==> src/verilog/soc_pkg.sv <==
package soc_pkg;

	localparam int ADDR_W = 32;
	localparam int DATA_W = 32;
	localparam int STRB_W = DATA_W / 8;
	localparam int RESP_W = 2;

	typedef logic [ADDR_W-1:0] addr_t;
	typedef logic [DATA_W-1:0] data_t;
	typedef logic [STRB_W-1:0] strb_t;
	typedef logic [RESP_W-1:0] resp_t;

	// read response payload
	typedef struct packed {
		data_t data;
		resp_t resp;
	} r_chan_t;

	// write data payload
	typedef struct packed {
		data_t data;
		strb_t strb;
	} w_chan_t;

	typedef enum logic [1:0] {
		SEL_SRAM,
		SEL_UART,
		SEL_CLINT,
		SEL_NONE
	} slave_sel_t;

	localparam resp_t RESP_OKAY   = 2'd0;
	localparam resp_t RESP_DECERR = 2'd3;

	// address map
	localparam addr_t SRAM_BASE  = 32'h8000_0000;
	localparam int    SRAM_WORDS = 1024;
	localparam int    SRAM_IDX_W = $clog2(SRAM_WORDS);
	localparam addr_t SRAM_BYTES = addr_t'(SRAM_WORDS * STRB_W);
	localparam addr_t UART_ADDR  = 32'ha000_03f8;
	localparam addr_t CLINT_BASE  = 32'ha000_0048;
	localparam addr_t CLINT_BYTES = 32'd8;

endpackage

==> src/verilog/axi_uart.sv <==
`timescale 1ns/100ps

module axi_uart (
	input  logic             clock,
	input  logic             rst_i,
	input  logic             aw_valid_i,
	output logic             aw_ready_o,
	input  soc_pkg::w_chan_t w_i,
	input  logic             w_valid_i,
	output logic             w_ready_o,
	output soc_pkg::resp_t   b_resp_o,
	output logic             b_valid_o,
	input  logic             b_ready_i,
	output logic [7:0]       tx_o,
	output logic             tx_valid_o
);
	import soc_pkg::*;

	logic b_valid_q;
	logic wr_take;

	// address and data accepted in the same cycle
	assign aw_ready_o = ~b_valid_q & w_valid_i;
	assign w_ready_o  = ~b_valid_q & aw_valid_i;
	assign wr_take    = aw_valid_i & w_valid_i & ~b_valid_q;
	assign b_resp_o   = RESP_OKAY;
	assign b_valid_o  = b_valid_q;

	always_ff @(posedge clock) begin
		if (rst_i) begin
			b_valid_q  <= 1'b0;
			tx_valid_o <= 1'b0;
		end else begin
			// strobe lines up with the first cycle of b valid
			tx_valid_o <= wr_take;
			if (wr_take)
				b_valid_q <= 1'b1;
			else if (b_valid_q && b_ready_i)
				b_valid_q <= 1'b0;
		end
	end

	always_ff @(posedge clock) begin
		if (wr_take)
			tx_o <= w_i.data[7:0];
	end

endmodule

==> config.mk <==
export PLATFORM = sky130hd
export DESIGN_NAME = axi_uart
export DESIGN_NICKNAME = d
export VERILOG_FILES = /design/src/verilog/soc_pkg.sv /design/src/verilog/axi_uart.sv
export SDC_FILE = /design/constraint.sdc
export NUM_CORES = 1
export LEC_CHECK = 0
export ABC_AREA = 1
export BUFFER_PORTS_ARGS = -buffer_cell sky130_fd_sc_hd__buf_4
export CAP_MARGIN = 0
export CELL_PAD_IN_SITES_DETAIL_PLACEMENT = 0
export CELL_PAD_IN_SITES_GLOBAL_PLACEMENT = 1
export CORE_MARGIN = 2
export CORE_UTILIZATION = 19
export CTS_BUF_LIST = sky130_fd_sc_hd__clkbuf_8
export CTS_CLUSTER_DIAMETER = 40
export DETAILED_ROUTE_END_ITERATION = 8
export PLACE_DENSITY_LB_ADDON = 0.05
export SKIP_LAST_GASP = 1
export SLEW_MARGIN = 30
export SYNTH_ARGS = -nofsm -noshare
export SYNTH_HDL_FRONTEND = slang
export SYNTH_SLANG_ARGS = --single-unit
==> constraint.sdc <==
create_clock -name clock -period 2.7 [get_ports clock]
set_input_delay 0.405 -clock clock [delete_from_list [all_inputs] [get_ports clock]]
set_output_delay 0.405 -clock clock [all_outputs]
set_load 0.05 [all_outputs]
== Word-level counts from Yosys, hierarchy flattened ==
Cells that the tools add are included.
W data, S select, Z words.
Storage, ports and cells
  word-level logic and storage cells: 12
  flip-flop bits (word level): 10
  output and inout bits: 14
Operators by class
  multiplexer cells: 2
  reduce and logical (&&, ||, !) cells: 2
  bitwise operators: 5
Operators by type and width (count)
  $and A1 B1 Y1: 4
  $mux W1: 2
  $reduce_bool A2 Y1: 1
  $logic_and A1 B1 Y1: 1
  $not A1 Y1: 1

== Logic depth before layout (Yosys ltp) ==
  word-level depth: 3
  gate-level depth with buffers: 4
  depth with buffers taken out: 4

== Least setup slack after synthesis ==
OpenSTA, ideal clock, no wires.
  path kind: flip-flop to output port
  from: register b_valid_q, in the netlist b_valid_o
  to: output port aw_ready_o
  stages on the path, launching flop included: 2
  required time: 2295 ps
  setup slack: 1062 ps
  arrival time: 1233 ps
  cells stage by stage: dfxtp_1 > nor2_1
On the way
  cells in the longest elaborated chain, start to end: 2
RTL lines
  start, declared: line axi_uart.sv:19  | logic b_valid_q;
  start signal, assigned: line axi_uart.sv:31  | b_valid_q <= 1'b0;
  start signal, assigned: line axi_uart.sv:37  | b_valid_q <= 1'b1;
  start signal, assigned: line axi_uart.sv:39  | b_valid_q <= 1'b0;
  $not A1 Y1: line axi_uart.sv:23  | assign aw_ready_o = ~b_valid_q & w_valid_i;
  $and A1 B1 Y1: line axi_uart.sv:23
  end, declared: line axi_uart.sv:7  | output logic aw_ready_o,
Every way passes these cells.

== Worst setup path after layout ==
  from: register b_valid_q, in the netlist b_valid_o
  to: output port w_ready_o
On the way
  cells in the longest elaborated chain, start to end: 2
RTL lines
  $not A1 Y1: line axi_uart.sv:24  | assign w_ready_o = ~b_valid_q & aw_valid_i;
  $and A1 B1 Y1: line axi_uart.sv:24
  end, declared: line axi_uart.sv:10  | output logic w_ready_o,
Every way passes these cells.

==> metrics.md <==
| Metric | Value |
|---|---|
| Status | finished clean |
| Worst path required time | 2.30 ns |
| Clock power frac | 0.377 |
| Antenna diode count | 0 |
| Die X | 46.7 um |
| Io pins | 55 |
| Area grow syn2layout | 70.8% |
| Fin. max-slew vios | 0 |
| Design Area, Final | 592 sq um |
| Largest net degree at the start of global routing | 10 |
| Placed wire-length estimate | 516 um |
| Max-cap violations | 0 |
| Routed WL | 626 um |
| Post-synthesis sequential area ratio | 0.809 |
| GRT Util Overall | 0.0615 |
| Net Sw Frac | 0.254 |
| Grt ovf | 0 |
| Core footprint | 1730 sq um |
| DR iter-0 viols | 4 |
| Final ANT Viol Nets | 0 |
| Layout cell share with drive strength beyond 1 | 0.549 |
| Clock Latency Late Sink | 0.23 ns |
| Psw | 101 uW |
| Synth cell types | 9 |
| DRC | 0 |
| CTS tree | yes |
| Nets | 93 |
| Fin crit share | 0.483 |
| Flop pwr share | 0.446 |
| Most frequent cells in the layout | buf_4 (24), edfxtp_1 (8), inv_1 (4) |
| Flop and latch count out of synthesis | 10 |
| First-pass GRT wire length | 883 um |
| Worst-path maximum fanout | 5 |
| Die height | 46.7 um |
| RSZ-0062 raised after global routing | no |
| FMAX | 767 MHz |
| Cell Area, Placed | 547 sq um |
| H-tree Lvls | 1 |
| WHS | 0.352 ns |
| Setup bufs post-CTS | 0 |
| Vias per cell | 3.32 |
| FP Rows | 15 |
| Port bufs | 24 |
| Lkg Pwr | 0.000281 uW |
| Hold WC Path Type | input pin to flop |
| CTS buffer count | 3 |
| # fillers | 191 |
| YS warnings | 0 |
| R2R setup slack | 1.61 ns |
| Clock sink count | 10 |
| Most common cell after layout, fill and taps aside | buf_4 |
| Clock transition at the registers of the reported paths | 0.05 ns |
| Root Buffer | clkbuf_8 |
| Int Pwr | 297 uW |
| Initial antenna violation count | 0 |
| Peak supply drop | 0.174 mV |
| CTS max path bufs | 2 |
| Drt wl/cell | 8.24 um |
| Critical Path Source Type | flop |
| Initial Utilization | 0.201 |
| PwrDens | 673 nW/um^2 |
| Synthesized instance count | 24 |
| Synth Cell Area | 347 sq um |
| Mapped Avg Cell Area | 14.4 sq um |
| Critical path type | flop to output port |
| Fin Clk Skew | 0.00254 ns |
| Number of global-route vias before repair | 226 |
| TNS Setup | 0 ns |
| RePlAce Congestion | 0.585 |
| Tmin final | 1.30 ns |
| CP endpoint kind | output port |
| CP arrival | 0.90 ns |
| Gate power share | 0.177 |
| Final count of negative-setup-slack endpoints | 0 |
| Detailed-router iteration count before antenna repair | 2 |
| PostCTS Resize Cnt | 0 |
| Routed via count | 252 |
| Final Hold Vio Count | 0 |
| Die area | 2180 sq um |
| Hold bufs inserted after CTS | 0 |
-- critical path, cell delays in order (launching register included) --
cell and delay, ns:
dfxtp_1 0.34, nor2_1 0.12, buf_4 0.20
-- final timing paths --
check,startpoint,endpoint,cells after the start
worst min-delay path,w_i[10],tx_o[6]$_DFFE_PP_,1
worst min register to register,b_valid_o$_SDFFE_PP0P_,b_valid_o$_SDFFE_PP0P_,2
worst max register to register,b_valid_o$_SDFFE_PP0P_,tx_o[4]$_DFFE_PP_,1
worst max-delay path,b_valid_o$_SDFFE_PP0P_,w_ready_o,2
-- state kept, by name (all words and copies together), names as in the netlist --
register	count
b_valid_o	1
tx_o	8
tx_valid_o	1
-- kinds of logic (layout without fill, tap and decap cells) --
kind of cell	Yosys count	in the layout	share of synthesized area
other cells	1	2	0.0108
simple gates	7	7	0.0939
buf+inv	6	32	0.0866
flops	10	10	0.809
-- stage by stage --
stage	worst slack [ns]	instances	util	power, uW
finish	1.40	76	0.343	398
global route	1.33	76	0.343	418
CTS	1.38	76	0.343	406
detailed placement	1.41	72	0.317	252
global placement	1.44	72	0.317	251
floorplan	1.06	25	-	226
-- final cells by class --
class                      instances  area [sq um]  area share
sequential                        10           280       0.474
timing repair buffer              24           180       0.304
clock buffer                       3          41.3      0.0698
multi-input combinational          9          40.0      0.0677
tap                               25          31.3      0.0529
inverter                           4          15.0      0.0254
clock inverter                     1          3.75     0.00634
-- power by group through the flow --
stage	logic [uW]	registers [uW]	clock network, uW
6_report	70.6	178	150
5_1_grt	73.8	178	166
4_1_cts	71.4	178	157
3_5_place_dp	71.3	180	0
3_3_place_gp	70.5	180	0
2_1_floorplan	22.2	204	0
-- routing by layer --
layer  wire length [um]  GRT usage
met3                 68     0.0353
met1                230     0.0671
met2                326     0.0944
met4                  0     0.0333
met5                  0          0
-- synthesized netlist by cell type --
cell	number	share of area
buf_4	2	0.043
conb_1	1	0.011
dfxtp_1	2	0.12
edfxtp_1	8	0.69
inv_1	4	0.043
nand2_1	3	0.032
nand3b_1	1	0.022
nor2_1	2	0.022
nor2_2	1	0.018
Note: power is estimated with default switching activity, not from simulation.
