===== src/verilog/soc_pkg.sv =====
package soc_pkg;

	localparam int ADDR_W = 32;
	localparam int DATA_W = 32;
	localparam int STRB_W = DATA_W / 8;
	localparam int RESP_W = 2;

	typedef logic [ADDR_W-1:0] addr_t;
	typedef logic [DATA_W-1:0] data_t;
	typedef logic [STRB_W-1:0] strb_t;
	typedef logic [RESP_W-1:0] resp_t;

	// read response payload
	typedef struct packed {
		data_t data;
		resp_t resp;
	} r_chan_t;

	// write data payload
	typedef struct packed {
		data_t data;
		strb_t strb;
	} w_chan_t;

	typedef enum logic [1:0] {
		SEL_SRAM,
		SEL_UART,
		SEL_CLINT,
		SEL_NONE
	} slave_sel_t;

	localparam resp_t RESP_OKAY   = 2'd0;
	localparam resp_t RESP_DECERR = 2'd3;

	// address map
	localparam addr_t SRAM_BASE  = 32'h8000_0000;
	localparam int    SRAM_WORDS = 1024;
	localparam int    SRAM_IDX_W = $clog2(SRAM_WORDS);
	localparam addr_t SRAM_BYTES = addr_t'(SRAM_WORDS * STRB_W);
	localparam addr_t UART_ADDR  = 32'ha000_03f8;
	localparam addr_t CLINT_BASE  = 32'ha000_0048;
	localparam addr_t CLINT_BYTES = 32'd8;

endpackage


===== src/verilog/axi_xbar.sv =====
`timescale 1ns/100ps

module axi_xbar (
	input  logic             clock,
	input  logic             rst_i,
	input  soc_pkg::addr_t   bus_ar_addr_i,
	input  logic             bus_ar_valid_i,
	output logic             bus_ar_ready_o,
	output soc_pkg::r_chan_t bus_r_o,
	output logic             bus_r_valid_o,
	input  logic             bus_r_ready_i,
	input  soc_pkg::addr_t   bus_aw_addr_i,
	input  logic             bus_aw_valid_i,
	output logic             bus_aw_ready_o,
	input  soc_pkg::w_chan_t bus_w_i,
	input  logic             bus_w_valid_i,
	output logic             bus_w_ready_o,
	output soc_pkg::resp_t   bus_b_resp_o,
	output logic             bus_b_valid_o,
	input  logic             bus_b_ready_i,
	output soc_pkg::addr_t   sram_ar_addr_o,
	output logic             sram_ar_valid_o,
	input  logic             sram_ar_ready_i,
	input  soc_pkg::r_chan_t sram_r_i,
	input  logic             sram_r_valid_i,
	output logic             sram_r_ready_o,
	output soc_pkg::addr_t   sram_aw_addr_o,
	output logic             sram_aw_valid_o,
	input  logic             sram_aw_ready_i,
	output soc_pkg::w_chan_t sram_w_o,
	output logic             sram_w_valid_o,
	input  logic             sram_w_ready_i,
	input  soc_pkg::resp_t   sram_b_resp_i,
	input  logic             sram_b_valid_i,
	output logic             sram_b_ready_o,
	output logic             uart_aw_valid_o,
	input  logic             uart_aw_ready_i,
	output soc_pkg::w_chan_t uart_w_o,
	output logic             uart_w_valid_o,
	input  logic             uart_w_ready_i,
	input  soc_pkg::resp_t   uart_b_resp_i,
	input  logic             uart_b_valid_i,
	output logic             uart_b_ready_o,
	output soc_pkg::addr_t   clint_ar_addr_o,
	output logic             clint_ar_valid_o,
	input  logic             clint_ar_ready_i,
	input  soc_pkg::r_chan_t clint_r_i,
	input  logic             clint_r_valid_i,
	output logic             clint_r_ready_o
);
	import soc_pkg::*;

	slave_sel_t rd_sel;
	slave_sel_t wr_sel;
	slave_sel_t rd_sel_q;
	slave_sel_t wr_sel_q;
	logic       err_r_valid_q;
	logic       err_b_valid_q;

	function automatic slave_sel_t decode(input addr_t addr);
		if ((addr - SRAM_BASE) < SRAM_BYTES)
			return SEL_SRAM;
		if (addr[ADDR_W-1:2] == UART_ADDR[ADDR_W-1:2])
			return SEL_UART;
		if ((addr - CLINT_BASE) < CLINT_BYTES)
			return SEL_CLINT;
		return SEL_NONE;
	endfunction

	// uart reads and clint writes fall to the error responder
	always_comb begin
		rd_sel = decode(bus_ar_addr_i);
		if (rd_sel == SEL_UART)
			rd_sel = SEL_NONE;
		// w may trail aw, so keep the stored selection once aw is gone
		wr_sel = bus_aw_valid_i ? decode(bus_aw_addr_i) : wr_sel_q;
		if (wr_sel == SEL_CLINT)
			wr_sel = SEL_NONE;
	end

	assign sram_ar_addr_o   = bus_ar_addr_i;
	assign clint_ar_addr_o  = bus_ar_addr_i;
	assign sram_ar_valid_o  = bus_ar_valid_i & (rd_sel == SEL_SRAM);
	assign clint_ar_valid_o = bus_ar_valid_i & (rd_sel == SEL_CLINT);

	assign sram_aw_addr_o  = bus_aw_addr_i;
	assign sram_w_o        = bus_w_i;
	assign uart_w_o        = bus_w_i;
	assign sram_aw_valid_o = bus_aw_valid_i & (wr_sel == SEL_SRAM);
	assign uart_aw_valid_o = bus_aw_valid_i & (wr_sel == SEL_UART);
	assign sram_w_valid_o  = bus_w_valid_i & (wr_sel == SEL_SRAM);
	assign uart_w_valid_o  = bus_w_valid_i & (wr_sel == SEL_UART);

	assign sram_r_ready_o  = bus_r_ready_i & (rd_sel_q == SEL_SRAM);
	assign clint_r_ready_o = bus_r_ready_i & (rd_sel_q == SEL_CLINT);
	assign sram_b_ready_o  = bus_b_ready_i & (wr_sel_q == SEL_SRAM);
	assign uart_b_ready_o  = bus_b_ready_i & (wr_sel_q == SEL_UART);

	always_comb begin
		case (rd_sel)
			SEL_SRAM:  bus_ar_ready_o = sram_ar_ready_i;
			SEL_CLINT: bus_ar_ready_o = clint_ar_ready_i;
			default:   bus_ar_ready_o = ~err_r_valid_q;
		endcase
		// error responder takes aw and w together
		case (wr_sel)
			SEL_SRAM: begin
				bus_aw_ready_o = sram_aw_ready_i;
				bus_w_ready_o  = sram_w_ready_i;
			end
			SEL_UART: begin
				bus_aw_ready_o = uart_aw_ready_i;
				bus_w_ready_o  = uart_w_ready_i;
			end
			default: begin
				bus_aw_ready_o = ~err_b_valid_q & bus_w_valid_i;
				bus_w_ready_o  = ~err_b_valid_q & bus_aw_valid_i;
			end
		endcase
	end

	// response steering by the stored selection
	always_comb begin
		case (rd_sel_q)
			SEL_SRAM: begin
				bus_r_o       = sram_r_i;
				bus_r_valid_o = sram_r_valid_i;
			end
			SEL_CLINT: begin
				bus_r_o       = clint_r_i;
				bus_r_valid_o = clint_r_valid_i;
			end
			default: begin
				bus_r_o       = '{data: '0, resp: RESP_DECERR};
				bus_r_valid_o = err_r_valid_q;
			end
		endcase
		case (wr_sel_q)
			SEL_SRAM: begin
				bus_b_resp_o  = sram_b_resp_i;
				bus_b_valid_o = sram_b_valid_i;
			end
			SEL_UART: begin
				bus_b_resp_o  = uart_b_resp_i;
				bus_b_valid_o = uart_b_valid_i;
			end
			default: begin
				bus_b_resp_o  = RESP_DECERR;
				bus_b_valid_o = err_b_valid_q;
			end
		endcase
	end

	always_ff @(posedge clock) begin
		if (rst_i) begin
			rd_sel_q      <= SEL_NONE;
			wr_sel_q      <= SEL_NONE;
			err_r_valid_q <= 1'b0;
			err_b_valid_q <= 1'b0;
		end else begin
			if (bus_ar_valid_i && bus_ar_ready_o) begin
				rd_sel_q      <= rd_sel;
				err_r_valid_q <= (rd_sel == SEL_NONE);
			end else if (err_r_valid_q && bus_r_ready_i) begin
				err_r_valid_q <= 1'b0;
			end
			if (bus_aw_valid_i && bus_aw_ready_o) begin
				wr_sel_q      <= wr_sel;
				err_b_valid_q <= (wr_sel == SEL_NONE);
			end else if (err_b_valid_q && bus_b_ready_i) begin
				err_b_valid_q <= 1'b0;
			end
		end
	end

endmodule


===== config.mk =====
export PLATFORM = sky130hd
export DESIGN_NAME = axi_xbar
export DESIGN_NICKNAME = d
export VERILOG_FILES = /design/src/verilog/soc_pkg.sv /design/src/verilog/axi_xbar.sv
export SDC_FILE = /design/constraint.sdc
export NUM_CORES = 1
export LEC_CHECK = 0
export ABC_AREA = 1
export ABC_CLOCK_PERIOD_IN_PS = 5500
export BUFFER_PORTS_ARGS = -buffer_cell sky130_fd_sc_hd__buf_2
export CORE_AREA = 4 4 157 159
export DETAILED_ROUTE_END_ITERATION = 8
export DIE_AREA = 0 0 161 163
export PLACE_DENSITY = 0.54
export SLEW_MARGIN = 15
export SYNTH_ARGS = -nofsm -noshare
export SYNTH_HDL_FRONTEND = slang
export SYNTH_SLANG_ARGS = --single-unit

===== constraint.sdc =====
create_clock -name clock -period 5.5 [get_ports clock]
set_clock_uncertainty 0.15 [all_clocks]
set_input_delay 0.55 -clock clock [delete_from_list [all_inputs] [get_ports clock]]
set_output_delay 0.55 -clock clock [all_outputs]
set_load 0.005 [all_outputs]

**Yosys cells after proc, flatten, opt, wreduce, memory -nomap -nowiden**

Index checks and enable logic that the tools add are counted.

- Register bits: 6
- Bits of input ports: 189
- Logic and storage cells: 84

- $add $sub $neg: 4
- Magnitude comparators: 4
- Eq/ne operators: 10
- Muxes and demuxes: 38
- Bitwise operators: 14
- Reductions and logical operators: 10

Operators by type and width:

| operator | count |
|---|---|
| 32-bit subtractor, second input constant | 4 |
| 34-bit case mux with 2 select lines | 1 |
| 32-bit by 13-bit less-than comparator with 1-bit output, second input constant | 2 |
| 32-bit by 4-bit less-than comparator with 1-bit output, second input constant | 2 |
| 30-bit equality test, second input constant | 2 |
| 2-bit 2-to-1 mux | 15 |
| 1-bit 2-to-1 mux | 16 |
| 1-bit AND | 12 |
| 2-bit equality test, second input constant | 5 |
| 1-bit case mux with 2 select lines | 5 |
| 2-bit logical NOT | 4 |
| 2-bit by 1-bit equality test with 1-bit output, second input constant | 3 |
| 1-bit logical AND | 4 |
| 2-bit case mux with 2 select lines | 1 |
| 2-bit nonzero test | 2 |
| 1-bit inverter | 2 |

**Longest topological paths before layout**

Gate-level depths: netlist of run 1.

- Depth after elaboration: 16
- Gate-level depth with buffers: 20
- Mapped depth without buffers: 20

**Worst setup path after synthesis of run 1**

OpenSTA, ideal clock, no wires.

- Path kind: input to output
- Start: input bus_ar_addr_i[3]
- End: output clint_ar_valid_o
- Arrival time: 2009 ps
- Data required time: 4800 ps
- Setup slack: 2791 ps
- Stages: 16
- Path buffers: 0
- Cell sequence: inv_2 > ha_1 > nand2_1 > nand2_2 > nand2_2 > inv_2 > nand2_2 > nor2_4 > nand2_1 > nand2_1 > nand4_1 > nor3_1 > nand2_1 > nor3_1 > nand3_1 > nor3_1

- Longest elaborated chain between the ends: 12
- Elaborated cells between the ends (all ways): 20
- Classes of those cells: add/sub (2); order compare (2); eq/ne (3); mux (12); bitwise (1)

RTL lines:

| item | line | text |
|---|---|---|
| start: declaration | axi_xbar.sv:6 | `input soc_pkg::addr_t bus_ar_addr_i,` |
| 32-bit subtractor | axi_xbar.sv:65 | `if ((addr - CLINT_BASE) < CLINT_BYTES)` |
| 32-bit by 4-bit less-than comparator with 1-bit output | axi_xbar.sv:65 |  |
| 1-bit 2-to-1 mux (2 in a row) | axi_xbar.sv:65 |  |
| 1-bit 2-to-1 mux | axi_xbar.sv:63 | `if (addr[ADDR_W-1:2] == UART_ADDR[ADDR_W-1:2])` |
| 2-bit 2-to-1 mux | axi_xbar.sv:67 | `return SEL_NONE;` |
| 2-bit 2-to-1 mux | axi_xbar.sv:65 |  |
| 2-bit 2-to-1 mux * | axi_xbar.sv:63 |  |
| 2-bit by 1-bit equality test with 1-bit output | axi_xbar.sv:73 | `if (rd_sel == SEL_UART)` |
| 2-bit 2-to-1 mux * | axi_xbar.sv:73 |  |
| 2-bit equality test * | axi_xbar.sv:84 | `assign clint_ar_valid_o = bus_ar_valid_i & (rd_sel == SEL_CLINT);` |
| 1-bit AND * | axi_xbar.sv:84 |  |
| end: declaration | axi_xbar.sv:45 | `output logic clint_ar_valid_o,` |

Mark *: on every way between the ends. The rest lies on a longest branch, timed or not. The select of a mux whose other input is x is not followed.

**Worst setup path after layout of run 1**

Ends and elaborated chain as after synthesis.

==> results of run 1 <==
-- cell usage in the layout, fill, tap and decap left out, drive strengths merged, types with 3 or more instances in the layout --
cell type	Yosys	final
inv	80	80
a22o	32	32
nor3	15	15
o21ai	8	8
a21oi	11	11
nand4	24	24
xor2	13	13
nand3b	7	7
buf	168	287
nor2	105	105
nand2	147	147
o211ai	3	3
nand3	52	52
o22a	4	4
dfxtp	6	6
clkbuf	6	3
-- metal layers --
layer / vias to the layer above / track usage / wire [um]
li1: 2302 / - / -
met1: 2057 / 0.144 / 6860
met2: 245 / 0.191 / 7650
met3: 30 / 0.0286 / 1450
met4: 0 / 0.0190 / 209
met5: - / 0 / 0
-- worst max path at each step --
| stage | start | endpoint | slack (ns) | depth (start not counted) |
|---|---|---|---|---|
| final | bus_ar_addr_i[3] | clint_ar_valid_o | 2.11 | 18 |
| after global routing | bus_ar_addr_i[3] | clint_ar_valid_o | 1.91 | 18 |
| after CTS | bus_ar_addr_i[3] | clint_ar_valid_o | 2.11 | 18 |
| after detailed placement | bus_ar_addr_i[3] | clint_ar_valid_o | 2.11 | 18 |
| after global placement | bus_ar_addr_i[3] | clint_ar_valid_o | 2.14 | 18 |
| after floorplan | bus_ar_addr_i[3] | clint_ar_valid_o | 2.79 | 16 |
-- registers in the layout, summed over array words and instances (netlist names) --
name / flops
err_r_valid_q: 1
err_b_valid_q: 1
rd_sel_q: 2
wr_sel_q: 2
-- cell type report --
cell class / count / area share
Timing Repair Buffer: 287 / 0.302
Tap cell: 319 / 0.0838
Sequential cell: 6 / 0.0252
Inverter: 81 / 0.0638
Clock buffer: 3 / 0.0158
Multi-Input combinational cell: 431 / 0.509
-- through the flow --
stage / power (mW) / instances / cell area (um2) / utilization / hold WS [ns]
after detailed placement: 0.333 / 1124 / 4680 / 0.201 / 0.358
final: 0.445 / 1127 / 4760 / 0.205 / 0.357
after global routing: 0.484 / 1127 / 4760 / 0.205 / 0.384
after floorplan: 0.262 / 692 / 4130 / - / 0.301
after global placement: 0.332 / 1124 / 4680 / 0.201 / 0.353
after CTS: 0.451 / 1127 / 4760 / 0.205 / 0.364
-- kinds of logic after synthesis --
kind of cell               share of synthesized area
AOI/OAI and AO/OA                              0.118
adders and majority gates                    0.00607
and+or+nand+nor                                0.430
xor gates and xnor gates                      0.0315
buffers and inverters                          0.385
DFF                                           0.0291
-- power breakdown --
group	total, mW	internal, mW	switching [mW]	leakage [nW]
sequential	0.0506	0.0471	0.00354	0.0496
clock	0.114	0.0930	0.0212	0.0370
combinational	0.280	0.117	0.163	2.45
total	0.445	0.257	0.188	2.54
-- worst min-delay path, stage by stage (launching register included) --
cell and delay, ns:
sky130_fd_sc_hd__dfxtp_1 0.33, sky130_fd_sc_hd__nand2_1 0.07, sky130_fd_sc_hd__nand3_1 0.05
==> reports/results.tsv, run 1 <==
stage	metric	value	unit
drt	first_iter_violations	251	
critical_path	r2r_cells	6	
synthesis	syn_area_per_cell	5.96	um2
die	start_util	0.177	
sta	tmin_final	3.39	ns
cts	cts.sinks	6	
die	floorplan.core_area	23300	um2
drt	postRouteWirelength	16200	um
synthesis	ys_types	38	
placed_design	dpl.hpwl	14500	um
synthesis	synth.yosys.warnings	0	
cts	clk_root_buffer_cell	sky130_fd_sc_hd__clkbuf_16	
sta	finalSetupTns	0	ns
synthesis	yosys.area.top_type_share	0.306	
synthesis	synth_ff_type	sky130_fd_sc_hd__dfxtp_1	
critical_path	kind_of_cell_with_the_highest_combined_delay_on_the_critical_path	simple AND/OR/NAND/NOR gates	
cells_and_area	insertedDiodeCount	0	
cells_and_area	drive_gt1_frac	0.459	
grt	grt_overflow_total	0	
critical_path	timing.critical_path.required	4.80	ns
critical_path	cp_max_fo	5	
die	die_ar	26200	um2
grt	pin_count_of_the_biggest_net_entering_global_routing	35	
critical_path	setup.reg_to_reg.worst_slack	4.09	ns
drt	viasPerCell	4.11	
cts	cts.htree.levels	1	
drt	antenna_violating_nets_post_route	0	
synthesis	netlist_top_cells_count	sky130_fd_sc_hd__buf_4 (168), sky130_fd_sc_hd__nand2_1 (128), sky130_fd_sc_hd__nor2_1 (76), sky130_fd_sc_hd__inv_1 (70), sky130_fd_sc_hd__nand3_1 (42)	
critical_path	timing.setup.critical_path_class	in -> out	
cells_and_area	register_area	120	um2
drt	route.vias.total	4634	
drt	post_drt_wl_per_cell	14.4	um
cts	clkLatencyLatePin	0.22	ns
sta	timing_max_transition_violations_final	0	
die	boundaryPins	408	
critical_path	worst-path-buf-inv	4	
sta	max-slew-margin-rel	0.487	
cells_and_area	multi_input_comb_area	2430	um2
sta	finalWorstSetupSlack	2.11	ns
critical_path	worst_r2r_endpoint	err_b_valid_q	
critical_path	critical_path.cell_chain	buf_2, inv_2, ha_1, nand2_1, nand2_2, nand2_2, inv_2, nand2_2, nor2_4, nand2_1, nand2_1, nand4_1, nor3_1, nand2_1, nor3_1, nand3_1, nor3_1, buf_2	
synthesis	asyncSetResetFlopFracSynth	0	
cells_and_area	layout.filler_cells	2732	
synthesis	postSynthCellCount	692	
synthesis	synth-seq-cells	6	
placed_design	io_buffers	286	
critical_path	worst_setup_path_start_kind	primary input	
synthesis	synthesis.area	4130	um2
cts	cts_tree	done	
sta	setup_viol	0	
grt	first_global_vias	4451	
critical_path	timing.critical_path.arrival	2.69	ns
worst_hold_path	worstHoldPathCells	2	
worst_hold_path	min_path_type	reg -> reg	
status	status	finished, final reports clean	
critical_path	end_kind	output port	
critical_path	slowest_stage	sky130_fd_sc_hd__nor3_1	
power	cellPowerDensity	93.4	nW/um2
synthesis	synth_edf_count	0	
cts	clockBufferDepth	2	
worst_hold_path	hold_path_startpoint	rd_sel_q[1]	
grt	grt_usage	0.112	
synthesis	synth_area_leaders	sky130_fd_sc_hd__buf_4 (31%), sky130_fd_sc_hd__nand2_1 (12%), sky130_fd_sc_hd__nor2_1 (6.9%)	
drt	drt_drc_violations_left	0	
cts	number_of_hold_buffers_added_after_cts	0	
power	p_leak	2.54	nW
sta	clock.fmax	295	MHz
worst_hold_path	hold_end	rd_sel_q[1]	
grt	grt_pass1_wl	23800	um
synthesis	ys_seq_area_frac	0.0291	
power	irDropWorstVdd	0.0761	mV
drt	drt_pre_antenna_iters	5	
critical_path	critical_path.most_common_cell	sky130_fd_sc_hd__nand2_1	
cells_and_area	areaGrowthSynthToFinish	15.5	%
sta	final_min_period_over_clock_period	0.616	
run	maxCapViolations	0	
critical_path	rr_startpoint	wr_sel_q[1]	
cts	post_cts_setup_repair_bufs	0	
sta	final_hold_viols	0	
cells_and_area	layout.nets	1001	
die	die-height	163	um
placed_design	routabilityCongestion	0.915	
sta	timing_worst_slew_pin_value	0.767	ns
die	die-width	161	um
critical_path	critical-path-max-stage-delay	0.24	ns
cts	numCtsBuffers	3	
synthesis	synth.most_common_cell	sky130_fd_sc_hd__buf_4	
grt	antenna_violations_before_repair	0	
placed_design	pre_cts_slack	2.11	ns
synthesis	synthesis.nets	883	
sta	unrepaired_setup_endpoints_after_global_routing	false	
die	placement_rows	56	
synthesis	synth_area_leader_cell	sky130_fd_sc_hd__buf_4	
cts	clkTransAtPathRegs	0.03	ns
cts	post_cts_resized	0	
Note: power is estimated with default switching activity, not from simulation.
==> run 2: changes to the inputs <==
--- a/config.mk
+++ b/config.mk
@@ -6,12 +6,12 @@
 export NUM_CORES = 1
 export LEC_CHECK = 0
 export ABC_AREA = 1
-export ABC_CLOCK_PERIOD_IN_PS = 5500
+export ABC_CLOCK_PERIOD_IN_PS = 3000
 export BUFFER_PORTS_ARGS = -buffer_cell sky130_fd_sc_hd__buf_2
-export CORE_AREA = 4 4 157 159
+export CORE_AREA = 4 4 158 160
 export DETAILED_ROUTE_END_ITERATION = 8
-export DIE_AREA = 0 0 161 163
-export PLACE_DENSITY = 0.54
+export DIE_AREA = 0 0 162 164
+export PLACE_DENSITY = 0.56
 export SLEW_MARGIN = 15
 export SYNTH_ARGS = -nofsm -noshare
 export SYNTH_HDL_FRONTEND = slang
==> constraint.sdc (replaced) <==
create_clock -name clock -period 3 [get_ports clock]
set_clock_uncertainty 0.15 [all_clocks]
set_input_delay 0.3 -clock clock [delete_from_list [all_inputs] [get_ports clock]]
set_output_delay 0.3 -clock clock [all_outputs]
set_load 0.005 [all_outputs]
==> reports/results.tsv, run 2 (same netlist as run 1, synthesis figures left out) <==
stage	metric	value	unit
drt	route.vias.total	4692	
drt	first_iter_violations	255	
cells_and_area	areaGrowthSynthToFinish	15.6	%
status	status	finished, final reports clean	
power	irDropWorstVdd	0.147	mV
cts	cts.htree.levels	1	
power	p_leak	2.54	nW
power	p_seq_frac	0.112	
die	placement_rows	56	
cts	numCtsBuffers	3	
die	start_util	0.176	
cells_and_area	postLayoutCellArea	4770	um2
cts	clkLatencyLatePin	0.22	ns
power	sw_frac_of_total	0.427	
sta	timing_worst_slew_pin_value	0.462	ns
cells_and_area	layout.cells.non_filler	1128	
drt	post_drt_wl_per_cell	14.8	um
placed_design	placed_area	4690	um2
placed_design	placed_cells	1125	
die	die-height	164	um
grt	pin_count_of_the_biggest_net_entering_global_routing	35	
sta	finalWorstSetupSlack	0.263	ns
grt	grt_pass1_wl	23700	um
placed_design	pre_cts_slack	0.234	ns
critical_path	timing.critical_path.arrival	2.29	ns
die	die_ar	26600	um2
cts	cts.sinks	6	
run	maxCapViolations	0	
power	total_power	0.824	mW
cells_and_area	final_cell_mix	sky130_fd_sc_hd__buf_2 (286), sky130_fd_sc_hd__nand2_1 (128), sky130_fd_sc_hd__nor2_1 (74)	
sta	worst_hold_slack	0.161	ns
power	switchingPower	0.351	mW
placed_design	dpl.hpwl	14900	um
cells_and_area	layout.nets	1002	
grt	grt_overflow_total	0	
cts	clk_root_buffer_cell	sky130_fd_sc_hd__clkbuf_16	
drt	drt_drc_violations_left	0	
die	boundaryPins	408	
placed_design	routabilityCongestion	0.935	
power	cellPowerDensity	173	nW/um2
drt	postRouteWirelength	16700	um
sta	unrepaired_setup_endpoints_after_global_routing	false	
critical_path	timing.setup.critical_path_class	in -> out	
critical_path	worst_setup_path_start_kind	primary input	
drt	drt_pre_antenna_iters	5	
cts	clockBufferDepth	2	
power	power.share.clock	0.258	
sta	final_min_period_over_clock_period	0.912	
placed_design	io_buffers	286	
sta	timing_max_transition_violations_final	0	
cells_and_area	layout_commonest_cell	sky130_fd_sc_hd__buf_2	
sta	tmin_final	2.74	ns
grt	first_global_vias	4410	
power	p_int	0.472	mW
grt	antenna_violations_before_repair	0	
critical_path	timing.critical_path.required	2.55	ns
sta	finalSetupTns	0	ns
critical_path	end_kind	output port	
die	die-width	162	um
drt	viasPerCell	4.16	
grt	grt_usage	0.112	
worst_hold_path	min_path_type	in -> reg	
cts	number_of_hold_buffers_added_after_cts	0	
sta	clock.fmax	365	MHz
cells_and_area	insertedDiodeCount	0	
cells_and_area	drive_gt1_frac	0.460	
drt	antenna_violating_nets_post_route	0	
die	floorplan.core_area	23400	um2
power	power_frac_comb	0.630	
cts	cts_tree	done	
critical_path	cp_max_fo	5	
cts	post_cts_resized	0	
cells_and_area	finalCoreUtilization	0.204	
cells_and_area	layout.filler_cells	2748	
sta	setup_viol	0	
cts	post_cts_setup_repair_bufs	0	
sta	final_hold_viols	0	
cts	clkTransAtPathRegs	0.03	ns
cells_and_area	layout_top_registers	rd_sel_q (2), wr_sel_q (2)	
sta	max-slew-margin-rel	0.689	
==> run 2: area by class of cell <==
cell class / instances / area (um2) / share of cell area
Multi-Input combinational cell: 431 / 2420 / 0.508
Inverter: 81 / 304 / 0.0638
Timing Repair Buffer: 288 / 1450 / 0.303
Clock buffer: 3 / 75.1 / 0.0157
Tap cell: 319 / 399 / 0.0837
Sequential cell: 6 / 120 / 0.0252
==> run 2: power groups by stage <==
stage               logic (mW)  clock network [mW]  registers (mW)
finish                   0.519               0.213          0.0924
global route             0.575               0.225          0.0935
CTS                      0.522               0.221          0.0926
detailed placement       0.519                   0          0.0938
global placement         0.519                   0          0.0937
floorplan                0.389                   0          0.0911
==> run 2: path summary, 6_finish.rpt <==
path	start	endpoint	slack, ns	depth (start not counted)
setup / recovery	bus_ar_addr_i[3]	bus_ar_ready_o	0.26	17
hold / removal	rst_i	err_r_valid_q	0.16	2
setup reg to reg	wr_sel_q[1]	wr_sel_q[1]	1.61	5
hold reg to reg	rd_sel_q[1]	rd_sel_q[1]	0.37	2
==> run 2: worst max-delay path, cell delays in order <==
cell and delay, ns:
sky130_fd_sc_hd__buf_2 0.13, sky130_fd_sc_hd__inv_2 0.08, sky130_fd_sc_hd__ha_1 0.20, sky130_fd_sc_hd__nand2_1 0.08, sky130_fd_sc_hd__nand2_2 0.10, sky130_fd_sc_hd__nand3_2 0.11
sky130_fd_sc_hd__inv_1 0.12, sky130_fd_sc_hd__nand3_1 0.12, sky130_fd_sc_hd__xor2_1 0.16, sky130_fd_sc_hd__nand2_1 0.07, sky130_fd_sc_hd__nor2_1 0.09, sky130_fd_sc_hd__nand2_1 0.06
sky130_fd_sc_hd__nor2_1 0.22, sky130_fd_sc_hd__nand3_2 0.12, sky130_fd_sc_hd__nand3_2 0.07, sky130_fd_sc_hd__nand3_2 0.10, sky130_fd_sc_hd__buf_2 0.16
==> run 2: routing by layer <==
layer	GRT usage	wire length, um	vias to the layer above
met2	0.189	7830	229
met4	0.0196	230	0
met1	0.148	7140	2129
li1	-	-	2308
met5	0	0	-
met3	0.0241	1450	26
