**config.mk**
```make
export PLATFORM = sky130hd
export DESIGN_NAME = axi_clint
export DESIGN_NICKNAME = d
export VERILOG_FILES = /design/src/verilog/soc_pkg.sv /design/src/verilog/axi_clint.sv
export SDC_FILE = /design/constraint.sdc
export NUM_CORES = 1
export LEC_CHECK = 0
export BUFFER_PORTS_ARGS = -buffer_cell sky130_fd_sc_hd__buf_4
export CORE_UTILIZATION = 24
export CTS_BUF_LIST = sky130_fd_sc_hd__clkbuf_8 sky130_fd_sc_hd__clkbuf_16
export DETAILED_ROUTE_END_ITERATION = 10
export HOLD_SLACK_MARGIN = 0.05
export PLACE_DENSITY_LB_ADDON = 0.25
export SETUP_SLACK_MARGIN = 0.1
export SKIP_LAST_GASP = 1
export SYNTH_ARGS = -nofsm -noshare
export SYNTH_HDL_FRONTEND = slang
export SYNTH_SLANG_ARGS = --single-unit
```
**constraint.sdc**
```tcl
create_clock -name clock -period 7.93 [get_ports clock]
set_input_delay 0.793 -clock clock [delete_from_list [all_inputs] [get_ports clock]]
set_output_delay 0.793 -clock clock [all_outputs]
set_load 0.02 [all_outputs]
```
**src/verilog/soc_pkg.sv**
```systemverilog
package soc_pkg;

	localparam int ADDR_W = 32;
	localparam int DATA_W = 32;
	localparam int STRB_W = DATA_W / 8;
	localparam int RESP_W = 2;

	typedef logic [ADDR_W-1:0] addr_t;
	typedef logic [DATA_W-1:0] data_t;
	typedef logic [STRB_W-1:0] strb_t;
	typedef logic [RESP_W-1:0] resp_t;

	// read response payload
	typedef struct packed {
		data_t data;
		resp_t resp;
	} r_chan_t;

	// write data payload
	typedef struct packed {
		data_t data;
		strb_t strb;
	} w_chan_t;

	typedef enum logic [1:0] {
		SEL_SRAM,
		SEL_UART,
		SEL_CLINT,
		SEL_NONE
	} slave_sel_t;

	localparam resp_t RESP_OKAY   = 2'd0;
	localparam resp_t RESP_DECERR = 2'd3;

	// address map
	localparam addr_t SRAM_BASE  = 32'h8000_0000;
	localparam int    SRAM_WORDS = 1024;
	localparam int    SRAM_IDX_W = $clog2(SRAM_WORDS);
	localparam addr_t SRAM_BYTES = addr_t'(SRAM_WORDS * STRB_W);
	localparam addr_t UART_ADDR  = 32'ha000_03f8;
	localparam addr_t CLINT_BASE  = 32'ha000_0048;
	localparam addr_t CLINT_BYTES = 32'd8;

endpackage

```
**src/verilog/axi_clint.sv**
```systemverilog
`timescale 1ns/100ps

module axi_clint (
	input  logic             clock,
	input  logic             rst_i,
	input  soc_pkg::addr_t   ar_addr_i,
	input  logic             ar_valid_i,
	output logic             ar_ready_o,
	output soc_pkg::r_chan_t r_o,
	output logic             r_valid_o,
	input  logic             r_ready_i
);
	import soc_pkg::*;

	logic [2*DATA_W-1:0] mtime_q;
	data_t               hi_q;
	data_t               rdata_q;
	logic                r_valid_q;
	logic                rd_take;

	assign ar_ready_o = ~r_valid_q;
	assign rd_take    = ar_valid_i & ar_ready_o;
	assign r_o        = '{data: rdata_q, resp: RESP_OKAY};
	assign r_valid_o  = r_valid_q;

	always_ff @(posedge clock) begin
		if (rst_i) begin
			mtime_q   <= '0;
			hi_q      <= '0;
			r_valid_q <= 1'b0;
		end else begin
			mtime_q <= mtime_q + 1'b1;
			if (rd_take) begin
				r_valid_q <= 1'b1;
				// snapshot upper half on a low word read
				if (!ar_addr_i[2])
					hi_q <= mtime_q[2*DATA_W-1:DATA_W];
			end else if (r_valid_q && r_ready_i) begin
				r_valid_q <= 1'b0;
			end
		end
	end

	always_ff @(posedge clock) begin
		if (rd_take)
			rdata_q <= ar_addr_i[2] ? hi_q : mtime_q[DATA_W-1:0];
	end

endmodule

```
## After elaboration in Yosys (flattened, before gate mapping)

Index checks and enable logic that the tools add are counted.
Widths: inputs -> output; s select.

- Register bits: 129
- Input port bits: 36
- Output and inout bits: 36
- Logic and storage cells: 14

- Multiplexer cells: 3
- Reduce and logical (&&, ||, !) cells: 3
- Add/sub/neg operators: 1
- Bitwise gates (word level): 3

Operators by type and width:

| kind | count |
|---|---|
| $add 64x1->64 const B | 1 |
| $mux 32 | 1 |
| $mux 1 | 2 |
| $not 1->1 | 2 |
| $reduce_and 2->1 | 1 |
| $reduce_bool 2->1 | 1 |
| $and 1x1->1 | 1 |
| $logic_and 1x1->1 | 1 |

## Depth between registers and ports, before layout

Gate-level depths: netlist of run 1.

- Depth in word-level cells: 3
- Mapped depth: 7
- Mapped depth without buffers: 6

## Least setup slack after synthesis of run 1

Ideal clock, no wire load.

- Path type: in2reg
- Start: input ar_valid_i
- End: register hi_q[10]
- Data required time: 7,860 ps
- Stages: 6
- Data arrival time: 3,165 ps
- Library setup time: 70 ps
- Path slack: 4,694 ps
- Buffers on the path: 2
- Cells stage by stage: nor2b_1 > nor2b_1 > clkbuf_1 > clkbuf_1 > nand2_1 > a21oi_1

- Word-level cells in the longest chain between the ends: 2

RTL lines:

| item | RTL line | text |
|---|---|---|
| start, declared | axi_clint.sv:7 | `input logic ar_valid_i,` |
| $and 1x1->1 | axi_clint.sv:22 | `assign rd_take = ar_valid_i & ar_ready_o;` |
| $reduce_and 2->1 (no line) | -- |  |
| end signal, assigned | axi_clint.sv:37 | `hi_q <= mtime_q[2*DATA_W-1:DATA_W];` |
| end, declared | axi_clint.sv:16 | `data_t hi_q;` |

No other way between the ends.
A chain may end at the register's enable or synchronous reset.

## Worst setup path in the final report of run 1

- Start: register mtime_q[0]
- End: register mtime_q[56]

- Word-level cells in the longest chain between the ends: 1

RTL lines:

| item | RTL line | text |
|---|---|---|
| start, declared | axi_clint.sv:15 | `logic [2*DATA_W-1:0] mtime_q;` |
| start signal, assigned | axi_clint.sv:32 | `mtime_q <= mtime_q + 1'b1;` |
| $add 64x1->64 | axi_clint.sv:32 |  |

No other way between the ends.

==> out/summary.md, run 1 <==
### Status
• finished clean — result of the run

### Layout
• 21.3% — Syn-to-layout area delta
• 97 x sky130_fd_sc_hd__dfxtp_1, 91 x sky130_fd_sc_hd__nand2_1, 58 x sky130_fd_sc_hd__a21oi_1, 44 x sky130_fd_sc_hd__nor2_1, 42 x sky130_fd_sc_hd__buf_4 — commonest cells after routing, fill and taps aside
• 18.2% — ratio of cells with drive above 1 in the final layout
• 646 — Net count, final
• sky130_fd_sc_hd__dfxtp_1 — most common library cell in the layout ignoring fill and taps
• 0 — diode insertion count for antenna repair
• 6680 µm² — summed area of non-filler cells in the final layout

### CTS
• 0 — number of buffers added for setup after CTS
• 129 — CTS Sinks
• 2 — largest buffer count on any clock path
• 4 — level count of the clock H-tree
• 0 — number of instances resized during post-cts repair
• 0.06 ns — Reg clk slew, reported paths
• yes — CTS tree
• 0 — number of hold buffers added after CTS
• 0.42 ns — insertion delay of the later-clocked pin in the worst-skew pair
• 17 — Inserted Clock Buffers
• sky130_fd_sc_hd__clkbuf_16 — root cell of the clock tree

### Floorplanning
• 22600 µm² — Std-Cell Core Area
• 23600 µm² — area of the die
• 72 — Top-Level Pins
• 55 — Rows
• 154 µm — die extent in y
• 24.4% — initial core utilization
• 154 µm — die extent in x

### Worst setup path
• mtime_q[0] — launching point of the worst reg2reg path
• sky130_fd_sc_hd__nand4_1 — most common cell type on the critical path
• 6 — Worst Reg2Reg Path Length in Cells
• mtime_q[56] — Crit Reg-Reg Endpoint
• sky130_fd_sc_hd__or4_1 — cell at the slowest stage of the critical path
• 11 — CP Max Fanout
• register — Critical Path Start Type
• 3.39 ns — arrival time worst endpoint
• register to register — classification of the worst setup path
• 0.65 ns — Slowest Stage Delay on Critical Path
• mtime_q[0] — startpoint of the most critical setup path
• ha_1 -> nand4_1 -> nor4_4 -> nand4_1 -> or4_1 -> a21oi_1 — sequence of cells on the critical path
• register — endpoint kind of the worst setup timing path
• 4.89 ns — worst reg2reg setup slack
• 8.27 ns — Worst EP required

### Synth
• 577 — Post-Syn Instances
• 38 — library cells used by synthesis
• 0.227% — post-synthesis share of cell area spent on full adders, half adders and majority gates
• 0 — synth warn
• 52.7% — share of synthesized area occupied by flip-flops and latches
• 9.55 µm² — mean cell area of the mapped netlist
• 129 — count of state elements after synthesis
• 8.22% — post-synthesis compound-gate area fraction
• 6.13% — mux contribution to synthesized area
• simple AND/OR/NAND/NOR gates — combinational family with the most area after synthesis
• 24.3% — Simple-Gate Fraction of Synth Area
• 5510 µm² — Mapped Area
• 5.72% — xor and xnor area share after synthesis

### GRT
• 12.0% — total global-route track usage
• 21900 µm — global-route wire length before repair
• 0 — antenna violations before repair
• 98 — pin count of the biggest net entering global routing
• 4123 — via count of the first global-routing pass
• 0 — grt ovf

### STA
• 3.04 ns — Final min period
• 0 ns — Sum Neg Setup Slack
• 1.06 ns — actual slew at the worst max-slew pin
• 38.4% — final clock period utilization by the worst path
• 0 — final count of hold timing violations
• no — RSZ-0062 raised after global routing
• 0.0104 ns — skew final
• 329 MHz — maximum frequency from static timing analysis
• 0 — Final setup viols
• 4.89 ns — post-layout worst setup margin
• 0 — final number of max-transition violations
• 0.451 ns — worst hold margin
• 29.6% — worst slew slack as a fraction of its limit

### Min path
• hi_q[26] — start point of the worst min-delay path
• 2 — depth of the worst hold-timing path
• hi_q[26] — end point of the worst hold path
• register to register — class of the tightest hold or removal check

### Pwr
• 233 nW/µm² — pwr dens
• 2.28 nW — LEAKAGE
• 0.102 mV — peak supply drop
• 1.56 mW — overall power

### Placed design
• 38 — input/output buffers
• 9040 µm — HPWL after DPL
• 0.764 — gpl congestion
• 4.89 ns — post-place setup slack
• 6070 µm² — area after detailed placement

### Route
• 13500 µm — total length of routed wires
• 4 — number of detailed-route iterations in the first pass
• 4220 — Via Count
• 201 — detailed router's first-iteration violation count
• 14.9 µm — average wire per cell in the routed design
• 0 — total DRC errors in the routed layout
• 4.65 — via density per instance
• 0 — post-route ant nets

### Flow run
• 0 — number of maximum-capacitance violations

-- cell usage after synthesis --
library cell / n / area share, %
sky130_fd_sc_hd__buf_1: 2 / 0.14
sky130_fd_sc_hd__nor4_2: 1 / 0.23
sky130_fd_sc_hd__or3_1: 21 / 2.4
sky130_fd_sc_hd__edfxtp_1: 32 / 17
sky130_fd_sc_hd__clkbuf_1: 21 / 1.4
sky130_fd_sc_hd__nor4_4: 3 / 1.2
sky130_fd_sc_hd__xor2_1: 27 / 4.3
sky130_fd_sc_hd__o21ai_0: 22 / 2.0
sky130_fd_sc_hd__dfxtp_1: 97 / 35
sky130_fd_sc_hd__and3_2: 1 / 0.14
sky130_fd_sc_hd__xnor2_1: 9 / 1.4
sky130_fd_sc_hd__nand2_1: 91 / 6.2
sky130_fd_sc_hd__buf_4: 3 / 0.41
sky130_fd_sc_hd__nand3_1: 31 / 2.8
sky130_fd_sc_hd__o31ai_1: 6 / 0.82
sky130_fd_sc_hd__buf_2: 4 / 0.36
sky130_fd_sc_hd__and2_1: 2 / 0.23
sky130_fd_sc_hd__nand4_1: 23 / 2.6
sky130_fd_sc_hd__nand2b_1: 1 / 0.11
sky130_fd_sc_hd__or3_2: 2 / 0.27
sky130_fd_sc_hd__or2_2: 1 / 0.11
sky130_fd_sc_hd__nand4b_2: 1 / 0.27
sky130_fd_sc_hd__inv_1: 4 / 0.27
sky130_fd_sc_hd__a21oi_1: 58 / 5.3
sky130_fd_sc_hd__ha_1: 1 / 0.23
sky130_fd_sc_hd__nor4_1: 6 / 0.68
sky130_fd_sc_hd__a211oi_1: 1 / 0.14
sky130_fd_sc_hd__or4_1: 6 / 0.82
sky130_fd_sc_hd__and3_1: 7 / 0.79
sky130_fd_sc_hd__nand3_2: 1 / 0.18
sky130_fd_sc_hd__mux2_2: 30 / 6.1
sky130_fd_sc_hd__nand4_4: 1 / 0.39
sky130_fd_sc_hd__and4_1: 5 / 0.79
sky130_fd_sc_hd__nor2b_1: 3 / 0.34
sky130_fd_sc_hd__nand4b_1: 1 / 0.16
sky130_fd_sc_hd__nor2_1: 44 / 3.0
sky130_fd_sc_hd__conb_1: 1 / 0.068
sky130_fd_sc_hd__nor3_1: 7 / 0.64
-- worst max-delay path by stage --
stage,endpoint,slack (ns),cells after the start
floorplan,hi_q[10],4.69,6
detailed placement,mtime_q[56],4.89,6
CTS,mtime_q[56],4.88,6
finish,mtime_q[56],4.89,6
global route,mtime_q[56],4.70,6
global placement,mtime_q[56],4.97,6
-- layer usage --
| layer | global-route usage, % | wire [µm] |
|---|---|---|
| met1 | 15.7 | 6490 |
| met2 | 18.8 | 6310 |
| met3 | 3.18 | 512 |
| met4 | 4.76 | 213 |
| met5 | 0 | 0 |
-- report_power, final --
group	switching [mW]	internal [mW]
combinational	0.0404	0.0183
sequential	0.00491	0.684
clock	0.284	0.527
-- flip-flops by register name, indices dropped and copies added (netlist names) --
name,flops
r_valid_o,1
hi_q,32
mtime_q,64
rdata_q,32
-- final cells by class --
cell class | count | area (µm²)
repair buffers | 42 | 315
well taps | 285 | 357
clock inverters | 14 | 170
fillers | 2355 | 15900
inverters | 4 | 15.0
clock buffers | 18 | 439
multi-input cells | 415 | 2480
flip-flops and latches | 129 | 2900
-- per-stage QoR --
step,instances,utilization (%)
floorplan,578,-
global placement,875,26.9
detailed placement,875,26.9
CTS,907,29.6
global route,907,29.6
finish,907,29.6
-- critical path: cells and delay by family, from the launching register on --
| family | cells | cell delay [ns] |
|---|---|---|
| DFF | 1 | 0.41 |
| AOI/OAI and AO/OA | 1 | 0.15 |
| adders and majority gates | 1 | 0.28 |
| and+or+nand+nor | 4 | 2.13 |
-- cells by family (layout without fill, tap and decap cells) --
logic type	count (synthesis)	after routing
multiplexers	30	30
AO/OA/AOI/OAI	87	87
buffers and inverters	34	78
other	1	2
XOR/XNOR	36	36
flip-flops	129	129
AND/OR/NAND/NOR	259	259
adder cells (fa/ha/maj)	1	1
Note: power is estimated with default switching activity, not from simulation.
==> inputs of run 2 (changes only) <==
Settings changed: ABC_AREA set to 1.
Clock period 7.93 ns to 2.7 ns, I/O delays scaled along.
==> run 2 against run 1 <==
Effect of this change: the flow now finishes with violations (DRC); fmax increased by 54%; final cell count increased by 45%; clock skew decreased by 0.0027 ns; core utilization decreased by 0.083 points; global-route usage increased by 3.4 points; synthesized cell count increased by 60%; first-iteration DRC count increased by 94%; sequential power increased to 2.9 times the previous value; register-to-register slack got worse by 4.2 ns; via count increased by 37%; critical endpoint is now mtime_q[58]; largest power group unchanged.
==> out/summary.md, run 2 <==
### Layout
• 0 — diode insertion count for antenna repair
• 20.6% — Syn-to-layout area delta
• mtime_q x64, hi_q x32, rdata_q x32 — registers with the most flip-flops
• 273 x sky130_fd_sc_hd__nand2_1, 165 x sky130_fd_sc_hd__nor2_1, 97 x sky130_fd_sc_hd__dfxtp_1, 92 x sky130_fd_sc_hd__inv_1, 64 x sky130_fd_sc_hd__a21oi_1 — commonest cells after routing, fill and taps aside
• sky130_fd_sc_hd__nand2_1 — most common library cell in the layout ignoring fill and taps
• 29.5% — final core utilization
• 7710 µm² — summed area of non-filler cells in the final layout
• 1000 — Net count, final
• 64 — max reg flops
• 2902 — number of fillers in the final layout
• 11.7% — ratio of cells with drive above 1 in the final layout
• mtime_q — largest register by flop count

### Floorplanning
• 165 µm — die extent in y
• 24.5% — initial core utilization
• 59 — Rows
• 165 µm — die extent in x
• 26100 µm² — Std-Cell Core Area
• 27300 µm² — area of the die
• 72 — Top-Level Pins

### Route
• 4.40 — via density per instance
• 8 — number of detailed-route iterations in the first pass
• 0 — post-route ant nets
• 610 µm — Detail Route met3 WL
• 15.2 µm — average wire per cell in the routed design
• 19900 µm — total length of routed wires
• 6 — total DRC errors in the routed layout
• 9590 µm — met1 wire length
• 5762 — Via Count
• met4 — highest signal layer in the routed design
• 9360 µm — Met2 Routed Length
• 390 — detailed router's first-iteration violation count

### Synth
• 29 — library cells used by synthesis
• 0 — synth warn
• 0.196% — post-synthesis share of cell area spent on full adders, half adders and majority gates
• 6400 µm² — Mapped Area
• 10.4% — post-synthesis compound-gate area fraction
• 30.4% — share of the synthesized area in the top cell type
• sky130_fd_sc_hd__dfxtp_1 — dominant synthesized flop cell
• sky130_fd_sc_hd__nand2_1 — most frequently used cell type in the post-synthesis netlist
• 0% — mux contribution to synthesized area
• 273 x sky130_fd_sc_hd__nand2_1, 165 x sky130_fd_sc_hd__nor2_1, 97 x sky130_fd_sc_hd__dfxtp_1 — list of most frequent post-synthesis cells
• simple AND/OR/NAND/NOR gates — combinational family with the most area after synthesis
• 32 — number of enable flip-flop cells after synthesis
• 924 — Post-Syn Instances
• 45.4% — share of synthesized area occupied by flip-flops and latches
• sky130_fd_sc_hd__dfxtp_1 — cell type with the highest aggregate area in the netlist
• 129 — count of state elements after synthesis
• 0% — ys async rst share
• sky130_fd_sc_hd__dfxtp_1 30%, sky130_fd_sc_hd__nand2_1 16%, sky130_fd_sc_hd__edfxtp_1 15% — synth top area cells
• 36.4% — Simple-Gate Fraction of Synth Area
• 6.92 µm² — mean cell area of the mapped netlist
• 0.411% — xor and xnor area share after synthesis

### STA
• 0.813 ns — actual slew at the worst max-slew pin
• 0 — final number of max-transition violations
• 0 ns — Sum Neg Setup Slack
• no — RSZ-0062 raised after global routing
• 0 — Final setup viols
• 45.8% — worst slew slack as a fraction of its limit
• 1.97 ns — Final min period
• 0 — final count of hold timing violations
• 507 MHz — maximum frequency from static timing analysis
• 0.00768 ns — skew final
• 73.1% — final clock period utilization by the worst path

### Worst setup path
• register — endpoint kind of the worst setup timing path
• 0 — sum of buffers and inverters on the critical path
• simple AND/OR/NAND/NOR gates — Top delay family on crit path
• sky130_fd_sc_hd__nor2_1 — cell at the slowest stage of the critical path
• 2.29 ns — arrival time worst endpoint
• register — Critical Path Start Type
• 3.02 ns — Worst EP required
• 6 — CP Max Fanout
• register to register — classification of the worst setup path
• 0.42 ns — Slowest Stage Delay on Critical Path
• ha_1 -> nand2_2 -> nor2_4 -> nand3_1 -> nor2_1 -> nand3_1 -> nand2_1 -> nor2_1 — sequence of cells on the critical path

### CTS
• 0.43 ns — insertion delay of the later-clocked pin in the worst-skew pair
• 4 — level count of the clock H-tree
• 17 — Inserted Clock Buffers
• 2 — largest buffer count on any clock path
• 129 — CTS Sinks
• sky130_fd_sc_hd__clkbuf_16 — root cell of the clock tree
• 0 — number of hold buffers added after CTS
• 0.06 ns — Reg clk slew, reported paths
• 0 — number of instances resized during post-cts repair
• 0 — number of buffers added for setup after CTS
• yes — CTS tree

### Pwr
• 3.71 mW — Internal
• 2.89 nW — LEAKAGE
• 21.8% — fraction of power spent switching nets
• 615 nW/µm² — pwr dens
• 42.7% — fraction of power consumed by sequential logic
• 52.8% — share of power burned in the clock network
• 4.74 mW — overall power
• 0.414 mV — peak supply drop
• 1.04 mW — net switching component of the power
• 4.5% — logic gate share of total power

### Placed design
• 7070 µm² — area after detailed placement
• 15200 µm — HPWL after DPL
• 0.903 — gpl congestion
• 38 — input/output buffers

### Flow run
• 0 — number of maximum-capacitance violations

### GRT
• 15.5% — total global-route track usage
• 5362 — via count of the first global-routing pass
• 0 — antenna violations before repair
• 64 — pin count of the biggest net entering global routing
• 0 — grt ovf
• 30900 µm — global-route wire length before repair

### Min path
• input pin to register — class of the tightest hold or removal check

### Status
• DRC — violations in the final reports
• complete, but fails checks — result of the run

[run 2: worst reg2reg max path, delay by kind of cell, from the launching register on]
| family | cells | cell delay (ns) |
|---|---|---|
| simple gates | 7 | 1.23 |
| fa+ha+maj | 1 | 0.24 |
| flops | 1 | 0.40 |
[run 2: power by group through the flow]
stage / Combinational, mW / Clock (mW) / Sequential (mW)
floorplan: 0.0954 / 0 / 2.10
global placement: 0.218 / 0 / 2.07
detailed placement: 0.218 / 0 / 2.07
CTS: 0.219 / 2.57 / 2.02
global route: 0.237 / 2.64 / 2.03
finish: 0.214 / 2.51 / 2.02
[run 2: logic make-up after synthesis]
| family | count (synthesis) |
|---|---|
| and+or+nand+nor | 544 |
| DFF | 129 |
| AOI/OAI and AO/OA | 127 |
| buffers and inverters | 119 |
| xor gates and xnor gates | 3 |
| adders and majority gates | 1 |
| other | 1 |
[run 2: metrics by stage]
step	std cells	hold slack, ns	worst slack, ns
2_1_floorplan	925	0.425	0.474
3_3_place_gp	1279	0.443	0.785
3_5_place_dp	1279	0.450	0.758
4_1_cts	1311	0.169	0.721
5_1_grt	1311	0.180	0.557
6_report	1311	0.190	0.727
[run 2: routing by layer]
metal | global-route usage (%) | vias up
met4 | 5.50 | 0
li1 | - | 3017
met5 | 0 | -
met1 | 20.3 | 2626
met3 | 2.55 | 20
met2 | 25.4 | 99
[run 2: area by class of cell]
type | instances | area (µm²) | share of cell area (%)
sequential | 129 | 2900 | 37.6
clock buffer | 20 | 478 | 6.20
multi-input combinational | 677 | 3040 | 39.4
timing repair buffer | 48 | 373 | 4.83
clock inverter | 12 | 163 | 2.11
inverter | 90 | 338 | 4.38
tap | 335 | 419 | 5.43
[run 2: path summary, 6_finish.rpt]
check                           startpoint           to  slack (ns)  cells after the start
worst min register to register     hi_q[1]      hi_q[1]        0.45                      2
worst min-delay path             r_ready_i    r_valid_o        0.19                      3
worst max register to register  mtime_q[1]  mtime_q[58]        0.73                      8
worst max-delay path            mtime_q[1]  mtime_q[58]        0.73                      8
==> inputs of run 3 (changes only) <==
Clock period 2.7 ns to 1.6 ns, I/O delays scaled along.
==> run 3 against run 2 <==
Effect of this change: the run still ends with DRC left; clock-buffer cell count fell by 3; first-iteration DRC count is 24% lower; design area increased by 20%; fmax grew 29%.
==> out/summary.md, run 3 (synthesis results as in run 2) <==
### Worst setup path
• 10 — Worst Reg2Reg Path Length in Cells
• mtime_q[0] — launching point of the worst reg2reg path
• register to register — classification of the worst setup path
• 1.86 ns — arrival time worst endpoint
• register — Critical Path Start Type
• 0.07 ns — worst reg2reg setup slack
• mtime_q[35] — Crit Reg-Reg Endpoint
• register — endpoint kind of the worst setup timing path
• 5 — CP Max Fanout
• 1.93 ns — Worst EP required

### CTS
• 129 — CTS Sinks
• sky130_fd_sc_hd__clkbuf_16 — root cell of the clock tree
• 0.43 ns — insertion delay of the later-clocked pin in the worst-skew pair
• 4 — level count of the clock H-tree
• 17 — Inserted Clock Buffers
• 0 — number of hold buffers added after CTS
• 0.06 ns — Reg clk slew, reported paths
• yes — CTS tree
• 2 — largest buffer count on any clock path

### GRT
• 32900 µm — global-route wire length before repair
• 5918 — via count of the first global-routing pass
• 16.1% — total global-route track usage
• 49 — pin count of the biggest net entering global routing
• 0 — antenna violations before repair
• 21.9% — GR Layer Usage met1
• 2.27% — met3 Resource Use GR
• 0 — grt ovf
• met2 — most congested layer reported by global routing
• 26.3% — met2 usage

### Flow run
• 0 — number of maximum-capacitance violations

### STA
• 653 MHz — maximum frequency from static timing analysis
• 0 — final number of max-transition violations
• 0 — final count of hold timing violations
• 0.00968 ns — skew final
• 0 ns — Sum Neg Setup Slack
• yes — RSZ-0062 raised after global routing
• 1.53 ns — Final min period
• 0 — Final setup viols
• 95.8% — final clock period utilization by the worst path

### Status
• DRC — violations in the final reports
• complete, but fails checks — result of the run

### Layout
• mtime_q — largest register by flop count
• 1429 — Cell Count, Final, Fillers Out
• 45.0% — Syn-to-layout area delta
• mtime_q x64, hi_q x32, rdata_q x32 — registers with the most flip-flops
• 0 — diode insertion count for antenna repair
• sky130_fd_sc_hd__nand2_1 — most common library cell in the layout ignoring fill and taps
• 243 x sky130_fd_sc_hd__nand2_1, 151 x sky130_fd_sc_hd__buf_4, 108 x sky130_fd_sc_hd__nor2_1, 87 x sky130_fd_sc_hd__inv_1, 66 x sky130_fd_sc_hd__dfxtp_1 — commonest cells after routing, fill and taps aside
• 1119 — Net count, final
• 2785 — number of fillers in the final layout
• 33.5% — ratio of cells with drive above 1 in the final layout
• 2950 µm² — sequential standard cell area
• 64 — max reg flops
• 3580 µm² — multi-input logic area

### Floorplanning
• 26100 µm² — Std-Cell Core Area
• 72 — Top-Level Pins
• 27300 µm² — area of the die
• 165 µm — die extent in x
• 59 — Rows
• 24.5% — initial core utilization
• 165 µm — die extent in y

### Min path
• r_ready_i — start point of the worst min-delay path
• 3 — depth of the worst hold-timing path
• r_valid_o — end point of the worst hold path
• input pin to register — class of the tightest hold or removal check

### Placed design
• 1382 — # placed instances
• 16000 µm — HPWL after DPL
• 0.940 — gpl congestion
• 38 — input/output buffers

### Route
• 6263 — Via Count
• 7 — number of detailed-route iterations in the first pass
• 14.7 µm — average wire per cell in the routed design
• 0 — post-route ant nets
• 2 — total DRC errors in the routed layout
• 21000 µm — total length of routed wires
• 4.38 — via density per instance
• 295 — detailed router's first-iteration violation count

### Pwr
• 0.708 mV — peak supply drop
• 882 nW/µm² — pwr dens
• 3.70 nW — LEAKAGE
• 8.18 mW — overall power

==> run 3: through the flow <==
stage | worst slack (ns) | utilization (%) | area [µm²] | hold slack (ns)
3_5_place_dp | -0.110 | 30.1 | 7870 | 0.445
4_1_cts | 0.0529 | 33.8 | 8840 | 0.0574
3_3_place_gp | -0.142 | 30.1 | 7870 | 0.444
6_report | 0.0679 | 35.5 | 9280 | 0.0748
5_1_grt | -0.0300 | 35.5 | 9280 | 0.0795
2_1_floorplan | 0.118 | - | 6400 | 0.382
==> run 3: layout make-up <==
type / instances / area share (%)
Inverter: 90 / 3.64
Clock buffer: 17 / 4.59
Timing Repair Buffer: 167 / 14.5
Multi-Input combinational cell: 677 / 38.6
Tap cell: 335 / 4.52
Clock inverter: 14 / 2.36
Sequential cell: 129 / 31.8
==> run 3: what timing repair did <==
action,in CTS,in global routing
buffers inserted,9,7
pin swaps,15,40
resized for setup,83,122
endpoints found under the setup margin,44,52
==> run 3: worst max-delay path by stage <==
stage	slack [ns]	startpoint	depth (start not counted)	to
after floorplan	0.12	mtime_q[1]	10	mtime_q[60]
final	0.07	mtime_q[0]	10	mtime_q[35]
after CTS	0.05	mtime_q[1]	10	mtime_q[41]
after detailed placement	-0.11	mtime_q[2]	7	mtime_q[37]
after global routing	-0.03	mtime_q[10]	9	mtime_q[57]
after global placement	-0.14	mtime_q[2]	7	mtime_q[37]
==> run 3: metal layers <==
layer | vias up | wire length [µm] | part of all wire (%)
met5 | - | 0 | 0
met4 | 0 | 288 | 1.4
li1 | 3246 | - | -
met2 | 99 | 9890 | 47
met1 | 2894 | 10200 | 49
met3 | 24 | 580 | 2.8
==> run 3: where the power goes <==
group	total [mW]	switching (mW)	internal (mW)
clock	4.37	1.49	2.88
combinational	0.407	0.271	0.135
sequential	3.41	0.0220	3.39
total	8.18	1.78	6.40
==> run 3: worst max-delay path, stage by stage (launching register included) <==
cell	delay, ns
sky130_fd_sc_hd__dfxtp_2	0.35
sky130_fd_sc_hd__buf_4	0.13
sky130_fd_sc_hd__inv_2	0.06
sky130_fd_sc_hd__nor2_8	0.18
sky130_fd_sc_hd__nand2_4	0.11
sky130_fd_sc_hd__nor2_8	0.21
sky130_fd_sc_hd__nand2_4	0.12
sky130_fd_sc_hd__nor2_4	0.13
sky130_fd_sc_hd__nand2_1	0.06
sky130_fd_sc_hd__nand2_1	0.05
sky130_fd_sc_hd__nor2_1	0.04
